<file path="config.mk">
export PLATFORM = sky130hd
export DESIGN_NAME = axi_master_1_slave_router
export DESIGN_NICKNAME = d
export VERILOG_FILES = /design/src/design/axi_router_pkg.sv /design/src/design/axi_read_if.sv /design/src/design/axi_write_if.sv /design/src/design/axi_master_1_slave_router.sv /design/src/design/axi_read_guard.sv /design/src/design/axi_write_guard.sv
export SDC_FILE = /design/constraint.sdc
export NUM_CORES = 1
export LEC_CHECK = 0
export ABC_AREA = 1
export BUFFER_PORTS_ARGS = -buffer_cell sky130_fd_sc_hd__buf_4
export CORE_AREA = 2 2 148 150
export DETAILED_ROUTE_END_ITERATION = 6
export DIE_AREA = 0 0 150 152
export MAX_ROUTING_LAYER = met4
export PLACE_DENSITY_LB_ADDON = 0.12
export SLEW_MARGIN = 20
export SYNTH_ARGS = -nofsm -noshare
export SYNTH_HDL_FRONTEND = slang
export SYNTH_HIERARCHICAL = 1
export SYNTH_SLANG_ARGS = --single-unit
</file>
<file path="constraint.sdc">
create_clock -name axi_master_1_slave_router_clk -period 2.8 [get_ports axi_master_1_slave_router_clk]
set_input_delay 0.42 -clock axi_master_1_slave_router_clk [delete_from_list [all_inputs] [get_ports axi_master_1_slave_router_clk]]
set_output_delay 0.42 -clock axi_master_1_slave_router_clk [all_outputs]
set_load 0.01 [all_outputs]
</file>
<file path="src/design/axi_router_pkg.sv">
package axi_router_pkg;

  ////////////////////////////////////////
  // Field types
  ////////////////////////////////////////
  typedef logic [31:0] addr_t;
  typedef logic [7:0]  len_t;
  typedef logic [2:0]  size_t;
  typedef logic [1:0]  burst_t;

  typedef enum logic [1:0] {
    resp_okay   = 2'b00,
    resp_exokay = 2'b01,
    resp_slverr = 2'b10,
    resp_decerr = 2'b11
  } resp_t;

  ////////////////////////////////////////
  // Guard states
  ////////////////////////////////////////
  typedef enum logic [2:0] {
    wr_idle,
    wr_pass_data,
    wr_pass_resp,
    wr_err_addr,
    wr_err_data,
    wr_err_resp
  } wr_state_t;

  typedef enum logic [2:0] {
    rd_idle,
    rd_pass_data,
    rd_err_addr,
    rd_err_data
  } rd_state_t;

  ////////////////////////////////////////
  // Forbidden windows, inclusive bounds
  ////////////////////////////////////////
  localparam addr_t forbidden_base [0:3] =
    '{32'h0000_0000, 32'h0000_4000, 32'h0000_A000, 32'h0000_C000};
  localparam addr_t forbidden_limit [0:3] =
    '{32'h0000_0FFF, 32'h0000_4FFF, 32'h0000_AFFF, 32'h0000_CFFF};

  function automatic logic addr_forbidden(input addr_t addr);
    logic hit;
    hit = 1'b0;
    for (int i = 0; i < 4; i++)
    begin
      if ((addr >= forbidden_base[i]) && (addr <= forbidden_limit[i]))
      begin
        hit = 1'b1;
      end
    end
    return hit;
  endfunction

endpackage

</file>
<file path="src/design/axi_read_if.sv">
`timescale 1ns/1ps

interface axi_read_if
  import axi_router_pkg::*;
#(
  parameter int id_width   = 4,
  parameter int data_width = 32
);

  // Read address
  logic [id_width-1:0]   arid;
  addr_t                 araddr;
  len_t                  arlen;
  size_t                 arsize;
  burst_t                arburst;
  logic                  arvalid;
  logic                  arready;

  // Read data
  logic [id_width-1:0]   rid;
  logic [data_width-1:0] rdata;
  resp_t                 rresp;
  logic                  rlast;
  logic                  rvalid;
  logic                  rready;

  modport manager (
    output arid, araddr, arlen, arsize, arburst, arvalid,
    input  arready,
    input  rid, rdata, rresp, rlast, rvalid,
    output rready
  );

  modport subordinate (
    input  arid, araddr, arlen, arsize, arburst, arvalid,
    output arready,
    output rid, rdata, rresp, rlast, rvalid,
    input  rready
  );

endinterface

</file>
<file path="src/design/axi_write_if.sv">
`timescale 1ns/1ps

interface axi_write_if
  import axi_router_pkg::*;
#(
  parameter int id_width   = 4,
  parameter int data_width = 32
);

  localparam int strb_width = data_width / 8;

  // Write address
  logic [id_width-1:0]   awid;
  addr_t                 awaddr;
  len_t                  awlen;
  size_t                 awsize;
  burst_t                awburst;
  logic                  awvalid;
  logic                  awready;

  // Write data
  logic [data_width-1:0] wdata;
  logic [strb_width-1:0] wstrb;
  logic                  wlast;
  logic                  wvalid;
  logic                  wready;

  // Write response
  logic [id_width-1:0]   bid;
  resp_t                 bresp;
  logic                  bvalid;
  logic                  bready;

  modport manager (
    output awid, awaddr, awlen, awsize, awburst, awvalid,
    input  awready,
    output wdata, wstrb, wlast, wvalid,
    input  wready,
    input  bid, bresp, bvalid,
    output bready
  );

  modport subordinate (
    input  awid, awaddr, awlen, awsize, awburst, awvalid,
    output awready,
    input  wdata, wstrb, wlast, wvalid,
    output wready,
    output bid, bresp, bvalid,
    input  bready
  );

endinterface

</file>
<file path="src/design/axi_master_1_slave_router.sv">
`timescale 1ns/1ps

module axi_master_1_slave_router
  import axi_router_pkg::*;
#(
  parameter int id_width   = 4,
  parameter int data_width = 32
)
(
  input  logic                    axi_master_1_slave_router_clk,
  input  logic                    axi_master_1_slave_router_rstn,

  // Upstream manager side
  input  logic [id_width-1:0]     awid,
  input  addr_t                   awaddr,
  input  len_t                    awlen,
  input  size_t                   awsize,
  input  burst_t                  awburst,
  input  logic                    awvalid,
  output logic                    awready,
  input  logic [data_width-1:0]   wdata,
  input  logic [data_width/8-1:0] wstrb,
  input  logic                    wlast,
  input  logic                    wvalid,
  output logic                    wready,
  output logic [id_width-1:0]     bid,
  output resp_t                   bresp,
  output logic                    bvalid,
  input  logic                    bready,
  input  logic [id_width-1:0]     arid,
  input  addr_t                   araddr,
  input  len_t                    arlen,
  input  size_t                   arsize,
  input  burst_t                  arburst,
  input  logic                    arvalid,
  output logic                    arready,
  output logic [id_width-1:0]     rid,
  output logic [data_width-1:0]   rdata,
  output resp_t                   rresp,
  output logic                    rlast,
  output logic                    rvalid,
  input  logic                    rready,

  // Downstream interconnect side
  output logic [id_width-1:0]     m1_awid,
  output addr_t                   m1_awaddr,
  output len_t                    m1_awlen,
  output size_t                   m1_awsize,
  output burst_t                  m1_awburst,
  output logic                    m1_awvalid,
  input  logic                    m1_awready,
  output logic [data_width-1:0]   m1_wdata,
  output logic [data_width/8-1:0] m1_wstrb,
  output logic                    m1_wlast,
  output logic                    m1_wvalid,
  input  logic                    m1_wready,
  input  logic [id_width-1:0]     m1_bid,
  input  resp_t                   m1_bresp,
  input  logic                    m1_bvalid,
  output logic                    m1_bready,
  output logic [id_width-1:0]     m1_arid,
  output addr_t                   m1_araddr,
  output len_t                    m1_arlen,
  output size_t                   m1_arsize,
  output burst_t                  m1_arburst,
  output logic                    m1_arvalid,
  input  logic                    m1_arready,
  input  logic [id_width-1:0]     m1_rid,
  input  logic [data_width-1:0]   m1_rdata,
  input  resp_t                   m1_rresp,
  input  logic                    m1_rlast,
  input  logic                    m1_rvalid,
  output logic                    m1_rready
);

  axi_write_if #(.id_width(id_width), .data_width(data_width)) up_wr ();
  axi_write_if #(.id_width(id_width), .data_width(data_width)) dn_wr ();
  axi_read_if  #(.id_width(id_width), .data_width(data_width)) up_rd ();
  axi_read_if  #(.id_width(id_width), .data_width(data_width)) dn_rd ();

  ////////////////////////////////////////
  // Write path
  ////////////////////////////////////////
  assign {up_wr.awid, up_wr.awaddr, up_wr.awlen, up_wr.awsize, up_wr.awburst, up_wr.awvalid}
    = {awid, awaddr, awlen, awsize, awburst, awvalid};
  assign {up_wr.wdata, up_wr.wstrb, up_wr.wlast, up_wr.wvalid, up_wr.bready}
    = {wdata, wstrb, wlast, wvalid, bready};
  assign {awready, wready, bid, bvalid}
    = {up_wr.awready, up_wr.wready, up_wr.bid, up_wr.bvalid};
  assign bresp = up_wr.bresp;

  assign {m1_awid, m1_awaddr, m1_awlen, m1_awsize, m1_awburst, m1_awvalid}
    = {dn_wr.awid, dn_wr.awaddr, dn_wr.awlen, dn_wr.awsize, dn_wr.awburst, dn_wr.awvalid};
  assign {m1_wdata, m1_wstrb, m1_wlast, m1_wvalid, m1_bready}
    = {dn_wr.wdata, dn_wr.wstrb, dn_wr.wlast, dn_wr.wvalid, dn_wr.bready};
  assign {dn_wr.awready, dn_wr.wready, dn_wr.bid, dn_wr.bvalid}
    = {m1_awready, m1_wready, m1_bid, m1_bvalid};
  assign dn_wr.bresp = m1_bresp;

  axi_write_guard #(.id_width(id_width), .data_width(data_width)) u_write_guard (
    .axi_master_1_slave_router_clk  (axi_master_1_slave_router_clk),
    .axi_master_1_slave_router_rstn (axi_master_1_slave_router_rstn),
    .up                             (up_wr),
    .dn                             (dn_wr)
  );

  ////////////////////////////////////////
  // Read path
  ////////////////////////////////////////
  assign {up_rd.arid, up_rd.araddr, up_rd.arlen, up_rd.arsize, up_rd.arburst, up_rd.arvalid}
    = {arid, araddr, arlen, arsize, arburst, arvalid};
  assign up_rd.rready = rready;
  assign {arready, rid, rdata, rlast, rvalid}
    = {up_rd.arready, up_rd.rid, up_rd.rdata, up_rd.rlast, up_rd.rvalid};
  assign rresp = up_rd.rresp;

  assign {m1_arid, m1_araddr, m1_arlen, m1_arsize, m1_arburst, m1_arvalid}
    = {dn_rd.arid, dn_rd.araddr, dn_rd.arlen, dn_rd.arsize, dn_rd.arburst, dn_rd.arvalid};
  assign m1_rready = dn_rd.rready;
  assign {dn_rd.arready, dn_rd.rid, dn_rd.rdata, dn_rd.rlast, dn_rd.rvalid}
    = {m1_arready, m1_rid, m1_rdata, m1_rlast, m1_rvalid};
  assign dn_rd.rresp = m1_rresp;

  axi_read_guard #(.id_width(id_width), .data_width(data_width)) u_read_guard (
    .axi_master_1_slave_router_clk  (axi_master_1_slave_router_clk),
    .axi_master_1_slave_router_rstn (axi_master_1_slave_router_rstn),
    .up                             (up_rd),
    .dn                             (dn_rd)
  );

endmodule

</file>
<file path="src/design/axi_read_guard.sv">
`timescale 1ns/1ps

module axi_read_guard
  import axi_router_pkg::*;
#(
  parameter int id_width   = 4,
  parameter int data_width = 32
)
(
  input  logic            axi_master_1_slave_router_clk,
  input  logic            axi_master_1_slave_router_rstn,
  axi_read_if.subordinate up,
  axi_read_if.manager     dn
);

  rd_state_t           state;
  rd_state_t           state_next;
  logic [id_width-1:0] cap_id;
  len_t                cap_len;
  len_t                beat_cnt;
  logic                ar_allowed;
  logic                pass_ar;
  logic                pass_r;
  logic                err_beat;
  logic                err_last;

  assign ar_allowed = !addr_forbidden(up.araddr);
  assign pass_ar    = (state == rd_idle) && up.arvalid && ar_allowed;
  assign pass_r     = (state == rd_pass_data);
  assign err_beat   = (state == rd_err_data);
  assign err_last   = (beat_cnt == cap_len);

  ////////////////////////////////////////
  // State machine
  ////////////////////////////////////////
  always_comb
  begin
    state_next = state;
    unique case (state)
      rd_idle:
      begin
        if (up.arvalid && !ar_allowed)
          state_next = rd_err_addr;
        else if (pass_ar && dn.arready)
          state_next = rd_pass_data;
      end
      rd_pass_data:
      begin
        if (dn.rvalid && up.rready && dn.rlast)
          state_next = rd_idle;
      end
      rd_err_addr:
        state_next = rd_err_data;
      rd_err_data:
      begin
        if (up.rready && err_last)
          state_next = rd_idle;
      end
      default:
        state_next = rd_idle;
    endcase
  end

  always_ff @(posedge axi_master_1_slave_router_clk or negedge axi_master_1_slave_router_rstn)
  begin
    if (!axi_master_1_slave_router_rstn)
    begin
      state    <= rd_idle;
      beat_cnt <= '0;
    end
    else
    begin
      state <= state_next;
      if (state == rd_err_addr)
        beat_cnt <= '0;
      else if (err_beat && up.rready)
        beat_cnt <= beat_cnt + 8'd1;
    end
  end

  // Request fields of a blocked read
  always_ff @(posedge axi_master_1_slave_router_clk)
  begin
    if (state == rd_err_addr)
    begin
      cap_id  <= up.arid;
      cap_len <= up.arlen;
    end
  end

  ////////////////////////////////////////
  // Channel steering
  ////////////////////////////////////////
  assign dn.arvalid = pass_ar;
  assign dn.arid    = pass_ar ? up.arid : {id_width{1'b0}};
  assign dn.araddr  = pass_ar ? up.araddr : '0;
  assign dn.arlen   = pass_ar ? up.arlen : '0;
  assign dn.arsize  = pass_ar ? up.arsize : '0;
  assign dn.arburst = pass_ar ? up.arburst : '0;
  assign up.arready = (state == rd_err_addr) || (pass_ar && dn.arready);

  // Error burst has zero data and DECERR on every beat
  assign dn.rready = pass_r && up.rready;
  assign up.rvalid = err_beat || (pass_r && dn.rvalid);
  assign up.rid    = err_beat ? cap_id : dn.rid;
  assign up.rdata  = err_beat ? {data_width{1'b0}} : dn.rdata;
  assign up.rresp  = err_beat ? resp_decerr : dn.rresp;
  assign up.rlast  = err_beat ? err_last : dn.rlast;

endmodule

</file>
<file path="src/design/axi_write_guard.sv">
`timescale 1ns/1ps

module axi_write_guard
  import axi_router_pkg::*;
#(
  parameter int id_width   = 4,
  parameter int data_width = 32
)
(
  input  logic             axi_master_1_slave_router_clk,
  input  logic             axi_master_1_slave_router_rstn,
  axi_write_if.subordinate up,
  axi_write_if.manager     dn
);

  localparam int strb_width = data_width / 8;

  wr_state_t           state;
  wr_state_t           state_next;
  logic [id_width-1:0] cap_id;
  logic                aw_allowed;
  logic                pass_aw;
  logic                pass_w;
  logic                pass_b;
  logic                err_resp;

  assign aw_allowed = !addr_forbidden(up.awaddr);
  assign pass_aw    = (state == wr_idle) && up.awvalid && aw_allowed;
  assign pass_w     = (state == wr_pass_data);
  assign pass_b     = (state == wr_pass_resp);
  assign err_resp   = (state == wr_err_resp);

  ////////////////////////////////////////
  // State machine
  ////////////////////////////////////////
  always_comb
  begin
    state_next = state;
    unique case (state)
      wr_idle:
      begin
        if (up.awvalid && !aw_allowed)
          state_next = wr_err_addr;
        else if (pass_aw && dn.awready)
          state_next = wr_pass_data;
      end
      wr_pass_data:
      begin
        if (up.wvalid && dn.wready && up.wlast)
          state_next = wr_pass_resp;
      end
      wr_pass_resp:
      begin
        if (dn.bvalid && up.bready)
          state_next = wr_idle;
      end
      // AW handshake is certain here since awvalid is held
      wr_err_addr:
        state_next = wr_err_data;
      wr_err_data:
      begin
        if (up.wvalid && up.wlast)
          state_next = wr_err_resp;
      end
      wr_err_resp:
      begin
        if (up.bready)
          state_next = wr_idle;
      end
      default:
        state_next = wr_idle;
    endcase
  end

  always_ff @(posedge axi_master_1_slave_router_clk or negedge axi_master_1_slave_router_rstn)
  begin
    if (!axi_master_1_slave_router_rstn)
      state <= wr_idle;
    else
      state <= state_next;
  end

  always_ff @(posedge axi_master_1_slave_router_clk)
  begin
    if (state == wr_err_addr)
      cap_id <= up.awid;
  end

  ////////////////////////////////////////
  // Channel steering
  ////////////////////////////////////////
  assign dn.awvalid = pass_aw;
  assign dn.awid    = pass_aw ? up.awid : {id_width{1'b0}};
  assign dn.awaddr  = pass_aw ? up.awaddr : '0;
  assign dn.awlen   = pass_aw ? up.awlen : '0;
  assign dn.awsize  = pass_aw ? up.awsize : '0;
  assign dn.awburst = pass_aw ? up.awburst : '0;
  assign up.awready = (state == wr_err_addr) || (pass_aw && dn.awready);

  // Blocked beats are swallowed here, wlast alone ends the burst
  assign dn.wvalid = pass_w && up.wvalid;
  assign dn.wdata  = pass_w ? up.wdata : {data_width{1'b0}};
  assign dn.wstrb  = pass_w ? up.wstrb : {strb_width{1'b0}};
  assign dn.wlast  = pass_w && up.wlast;
  assign up.wready = (state == wr_err_data) || (pass_w && dn.wready);

  assign dn.bready = pass_b && up.bready;
  assign up.bvalid = err_resp || (pass_b && dn.bvalid);
  assign up.bid    = err_resp ? cap_id : dn.bid;
  assign up.bresp  = err_resp ? resp_decerr : dn.bresp;

endmodule

</file>
# ---- Word level (Yosys, flattened, before mapping)
# Index checks and enable logic that the tools add are counted.
dict set report word_totals {
  ff_bits 30
  input_bits 192
  out_inout_bits 190
  elab_cells 123
}
dict set report op_classes {
  addsub 1
  order_cmp 16
  eq_ne 17
  n_mux 40
  n_reduce_logical 43
}
# op count
set ops {}
lappend ops {{greater-or-equal comparator 32 x 16 -> 1 bit, second input constant} 4}
lappend ops {{less-or-equal comparator 32 x 16 -> 1 bit, second input constant} 4}
lappend ops {{2-to-1 mux 32 bit} 4}
lappend ops {{greater-or-equal comparator 32 x 1 -> 1 bit, second input constant} 2}
lappend ops {{greater-or-equal comparator 32 x 15 -> 1 bit, second input constant} 2}
lappend ops {{less-or-equal comparator 32 x 12 -> 1 bit, second input constant} 2}
lappend ops {{less-or-equal comparator 32 x 15 -> 1 bit, second input constant} 2}
lappend ops {{2-to-1 mux 3 bit} 12}
lappend ops {{2-to-1 mux 8 bit} 4}
lappend ops {{logical AND 1 bit} 31}
lappend ops {{2-to-1 mux 4 bit} 5}
lappend ops {{one-hot mux 3 bit (6 select lines)} 1}
lappend ops {{equality test 3 x 2 -> 1 bit, second input constant} 4}
lappend ops {{one-hot mux 3 bit (4 select lines)} 1}
lappend ops {{inequality test 2 bit, second input constant} 5}
lappend ops {{2-to-1 mux 1 bit} 9}
lappend ops {{adder 8 x 1 -> 8 bit, second input constant} 1}
lappend ops {{equality test 8 bit} 1}
lappend ops {{2-to-1 mux 2 bit} 4}
lappend ops {{equality test 3 x 1 -> 1 bit, second input constant} 2}
lappend ops {{equality test 3 bit, second input constant} 2}
lappend ops {{zero test 3 bit} 2}
lappend ops {{inequality test 3 bit, second input constant} 2}
lappend ops {{logical OR 1 bit} 5}
lappend ops {{5 further kinds} 6}

# ---- Longest topological paths before layout
dict set report depth {
  ltp_word 12
  mapped_depth 11
  depth_no_buf 11
}

# ---- Hierarchy
# Netlist, hierarchy kept.
# mod n_inst cells_per_inst area_per_inst_um2 seq_area_each_um2
set by_module_without_submodules {}
lappend by_module_without_submodules {axi_read_guard 1 321 1884.3 610.6}
lappend by_module_without_submodules {axi_write_guard 1 262 1298.7 195.2}

# ---- Worst setup path before layout
# No wires, ideal clock.
dict set report synth_path {
  path_type {flip-flop to output port}
  from {register u_write_guard.state[1]}
  to {output m1_awaddr[0]}
  arrival_ns 1.350
  required_time_ns 2.380
  path_slack_ns 1.030
  stages_incl_launch_ff 8
  n_path_buf 2
  path_cell_list {dfrtp_1 nor2_2 nand2_2 nor3_4 inv_2 buf_6 buf_8 nor2_2}
}
dict set report synth_via {
  elab_chain_cells 4
}
# item line
set synth_rtl {}
lappend synth_rtl {{start: declaration} axi_write_guard.sv:18} ;# wr_state_t state;
lappend synth_rtl {{start signal: assignment} axi_write_guard.sv:78} ;# state <= wr_idle;
lappend synth_rtl {{start signal: assignment} axi_write_guard.sv:80} ;# state <= state_next;
lappend synth_rtl {{zero test 3 bit} axi_write_guard.sv:28} ;# assign pass_aw = (state == wr_idle) && up.awvalid && aw_allowed;
lappend synth_rtl {{logical AND 1 bit (2 in series)} axi_write_guard.sv:28}
lappend synth_rtl {{named net m1_awvalid} axi_master_1_slave_router.sv:50} ;# output logic m1_awvalid,
lappend synth_rtl {{2-to-1 mux 32 bit} axi_write_guard.sv:94} ;# assign dn.awaddr = pass_aw ? up.awaddr : '0;
lappend synth_rtl {{end: declaration} axi_master_1_slave_router.sv:46} ;# output addr_t m1_awaddr,
# The timed path passes the listed nets, and every way through them passes these cells.

# ---- Worst setup path in the final report
dict set report layout_path {
  from {input awaddr[18]}
  to {output m1_awaddr[9]}
}
dict set report layout_via {
  elab_chain_cells 9
  word_cells_on_any_way 19
  classes_between {8 x order compare; 5 x mux; 6 x reduce/logical}
}
# item line
set layout_rtl {}
lappend layout_rtl {{start: declaration} axi_master_1_slave_router.sv:15} ;# input addr_t awaddr,
lappend layout_rtl {{greater-or-equal comparator 32 x 1 -> 1 bit or less-or-equal comparator 32 x 12 -> 1 bit (tied branches)} axi_router_pkg.sv:50} ;# if ((addr >= forbidden_base[i]) && (addr <= forbidden_limit[i]))
lappend layout_rtl {{logical AND 1 bit} axi_router_pkg.sv:50}
lappend layout_rtl {{2-to-1 mux 1 bit (3 in series)} axi_router_pkg.sv:50}
lappend layout_rtl {{2-to-1 mux 1 bit *} axi_router_pkg.sv:50}
lappend layout_rtl {{zero test 1 bit *} axi_write_guard.sv:27} ;# assign aw_allowed = !addr_forbidden(up.awaddr);
lappend layout_rtl {{logical AND 1 bit *} axi_write_guard.sv:28}
lappend layout_rtl {{2-to-1 mux 32 bit *} axi_write_guard.sv:94}
# Mark *: on every way between the ends. The rest lies on a longest branch, timed or not.

==> impl_summary.md <==
Final layout
The fraction of layout cells with a size suffix above 1 is between 40% and 50%. The count of inserted antenna diode cells is 0. The final net count is 1,151.

From synthesis to final layout, the design area changed by 104%. The core occupancy in the finished layout is 30.5%. The total of fill cells in the finished design is 2,420.

Clock tree
The root buffer cell is sky130_fd_sc_hd__clkbuf_16. The quantity of gates resized following cts is 0. After clock tree synthesis, the setup repair step added 0 buffers. Clock tree synthesis found a total of 29 sinks. The clock passes through at most 2 buffers. The number of buffers created by CTS is 5.

For the worst-skew pair, the clock arrives at the later sink with an insertion delay of ~0.28 ns. The clock edge transition at the registers on the reported setup and hold paths is 0.05 ns. The deepest level of the CTS H-tree is 2. TritonCTS built the clock tree.

Drt
The first TritonRoute pass finished after 4 iterations. Summed over all layers, the routed wires come to ~15 mm. The DRC violation total after the first TritonRoute iteration is 150. Dividing the detail-routed via count by the number of cells gives 3.60.

The average wire length per cell after detail routing is 12.3 um. The detail route stage leaves a number of antenna-violating nets equal to 0. The DRC violation count after routing is 0. The via count of the routed design is 4,458.

Die
The total die area is 22,800 um^2. The area of the core is roughly 21,000 um^2. Once the floorplan was initialized, standard cells occupied 14.9% of the core.

382 I/O pins were placed. The horizontal die dimension is 150 um. The number of placement rows is 54. Measured along the y axis, the die boundary spans 152 um.

Setup path
The endpoint class of the critical path is a primary output. The critical path arrival is 1.93 ns. Counting stages on the worst path, the most repeated cell is sky130_fd_sc_hd__buf_4. The stage delay of the slowest cell on the critical path is 0.25 ns. In this run the worst path has a maximum fanout of 32. The kind of cell adding the most delay to the critical path is buffers and inverters. The worst setup path is launched from an input pin. Together, buffers and inverters on the worst path number 4.

Among all stages on the critical path, the largest delay is contributed by sky130_fd_sc_hd__nor2_2. STA puts the critical path data required time at 2.38 ns. Traced cell by cell, the critical path runs through buf_4 > nor3_1 > nand3_1 > nor2_2 > nor3_4 > inv_2 > buf_12 > nor2_1 > buf_4. The class of the most critical setup path is input pin to primary output.

Synth
The most numerous cell in the Yosys netlist is sky130_fd_sc_hd__inv_1. The count of flip-flops with a built-in enable after synthesis is 16. sky130_fd_sc_hd__inv_1 takes more of the synthesized area than any other cell. Of all flip-flops after synthesis, the portion carrying an async set or reset was between 40% and 50%. By count the netlist is led by sky130_fd_sc_hd__inv_1 (196), sky130_fd_sc_hd__nor2_1 (191), sky130_fd_sc_hd__nand2_1 (66). The synthesized netlist occupies a cell area of 3180 um^2. Sequential cells were found to cover 25.3% of the synthesized design area. After synthesis, the cell types taking the most area are sky130_fd_sc_hd__inv_1 (23%), sky130_fd_sc_hd__nor2_1 (23%), sky130_fd_sc_hd__edfxtp_1 (15%). The area share of the leading cell type in the synthesized netlist is 23.1%.

The number of nets in the synthesized netlist is 776. Yosys printed 6 warnings. The most common flop cell mapped by yosys is sky130_fd_sc_hd__edfxtp_1. The synthesized design contains 29 register bits.

Counting distinct cell types in the post-synthesis netlist gives 33. The average instance in the mapped netlist occupies 5.46 um^2. The cell count after synthesis came out at approximately 580.

Placed design
Detailed placement finished with a half-perimeter wire length of 13.2 mm. Routability-driven placement finished with a final weighted congestion of 0.853. During placement, the flow inserted port buffers numbering 381.

STA
The number of pins with negative max-slew slack in the final report is 0. The final-layout worst hold slack is around 0.32 ns. The minimum clock period is 2.35 ns. The top achievable clock speed is 0.426 GHz.

The fraction of the cycle the final worst path needs is 83.8%. The hold violation total from the final report is 0. Setup violations remaining at the end of the flow were counted as 0. Setup repair after global routing left no endpoint under its margin. For the final database, setup skew stands at about 0.0035 ns. In the final timing run, aggregate negative setup slack is 0 ns. For the pin with the worst max-slew slack, the measured transition is 0.425 ns. The relative slew slack is 71.7%.

GRT
For this run the aggregate overflow at the end of global routing stands at 0. The pin count of the biggest net entering global routing is 51. Global routing used 12.8% of the available tracks. The initial antenna violation count is 0. The wire length of the first global-routing pass is 22.2 mm. The number of global-route vias before repair is 4,283.

Power
Power comes to roughly 3.6 mW. In this run the power density over the cells is 555 nW/um^2. The static leakage power is 4.12 nW. The maximum VDD drop is 0.239 mV.

Hold path
The class of the tightest hold or removal check is input pin to register.

Outcome
The run finished with clean final reports.

Job
The number of max-cap violations is 0.
## what timing repair did
| action | in CTS | in global routing |
|---|---|---|
| setup endpoints to repair | 0 | 0 |
| hold endpoints to repair | 13 | 0 |
| hold buffers | 1 | 0 |
## registers in the layout, indices dropped and copies added, names as in the netlist
| register | count |
|---|---|
| u_read_guard/state | 2 |
| u_write_guard/cap_id | 4 |
| u_read_guard/cap_len | 8 |
| u_read_guard/cap_id | 4 |
| u_write_guard/state | 3 |
| u_read_guard/beat_cnt | 8 |
## where the power goes
| part | switching, mW | leakage, nW | internal (mW) |
|---|---|---|---|
| sequential | 0.0923 | 0.316 | 0.535 |
| combinational | 1.30 | 3.74 | 1.15 |
| clock | 0.201 | 0.0696 | 0.325 |
## layer usage
| layer | vias to the layer above | track usage [%] | wire [um] |
|---|---|---|---|
| met5 | - | - | 0 |
| met4 | 0 | 3.46 | 263 |
| met3 | 14 | 2.85 | 1460 |
| met2 | 220 | 24.9 | 8260 |
| met1 | 1866 | 12.4 | 5230 |
| li1 | 2358 | - | - |
## per-stage QoR
stage / cells / setup WS [ns] / area, um^2
floorplan: 583 / 1.03 / 3180
global placement: 1230 / 0.501 / 6350
detailed placement: 1230 / 0.495 / 6350
CTS: 1239 / 0.435 / 6510
global route: 1239 / 0.283 / 6510
finish: 1239 / 0.452 / 6510
## path summary, 6_finish.rpt
path / startpoint / depth (start not counted) / to / slack (ns)
setup / recovery: awaddr[18] / 9 / m1_awaddr[9] / 0.45
hold / removal: arlen[1] / 1 / u_read_guard/cap_len[1] / 0.32
setup reg to reg: u_write_guard/state[1] / 8 / u_write_guard/state[0] / 1.08
hold reg to reg: u_write_guard/state[2] / 2 / u_write_guard/state[2] / 0.54
max in group asynchronous: axi_master_1_slave_router_rstn / 2 / u_write_guard/state[1] / 2.09
min in group asynchronous: axi_master_1_slave_router_rstn / 2 / u_read_guard/beat_cnt[2] / 0.53
## cells by family (layout without fill, tap and decap cells)
group / after synthesis / after routing / share of synthesized area [%]
AO/OA/AOI/OAI: 19 / 19 / 3.38
AND/OR/NAND/NOR: 305 / 305 / 40.8
flip-flops: 29 / 29 / 25.3
buffers and inverters: 219 / 595 / 27.0
XOR/XNOR: 6 / 6 / 1.65
multiplexers: 4 / 4 / 1.41
adder cells (fa/ha/maj): 1 / 1 / 0.393
## cell usage in the layout (no fill, tap or decap), types with 3 or more instances in the layout
| cell | Yosys | routed |
|---|---|---|
| sky130_fd_sc_hd__buf_12 | 0 | 3 |
| sky130_fd_sc_hd__dfrtp_1 | 13 | 13 |
| sky130_fd_sc_hd__a21oi_1 | 5 | 5 |
| sky130_fd_sc_hd__nor2_2 | 12 | 12 |
| sky130_fd_sc_hd__nand3_1 | 17 | 17 |
| sky130_fd_sc_hd__nand2_1 | 66 | 66 |
| sky130_fd_sc_hd__xnor2_1 | 6 | 6 |
| sky130_fd_sc_hd__inv_2 | 5 | 5 |
| sky130_fd_sc_hd__nand2_2 | 5 | 5 |
| sky130_fd_sc_hd__o21ai_0 | 7 | 7 |
| sky130_fd_sc_hd__buf_4 | 1 | 382 |
| sky130_fd_sc_hd__clkbuf_16 | 0 | 5 |
| sky130_fd_sc_hd__edfxtp_1 | 16 | 16 |
| sky130_fd_sc_hd__inv_1 | 196 | 196 |
| sky130_fd_sc_hd__mux2_2 | 4 | 4 |
| sky130_fd_sc_hd__nor2_1 | 191 | 191 |
## layout make-up
cell class                 instances  area (um^2)  area share, %
timing repair buffer             386         2940           45.1
multi-input combinational        335         1520           23.3
sequential                        29          806           12.4
inverter                         201          754           11.6
tap                              280          350           5.38
clock buffer                       5          125           1.92
clock inverter                     3         17.5          0.269
Power figures use the tool's default switching activity.
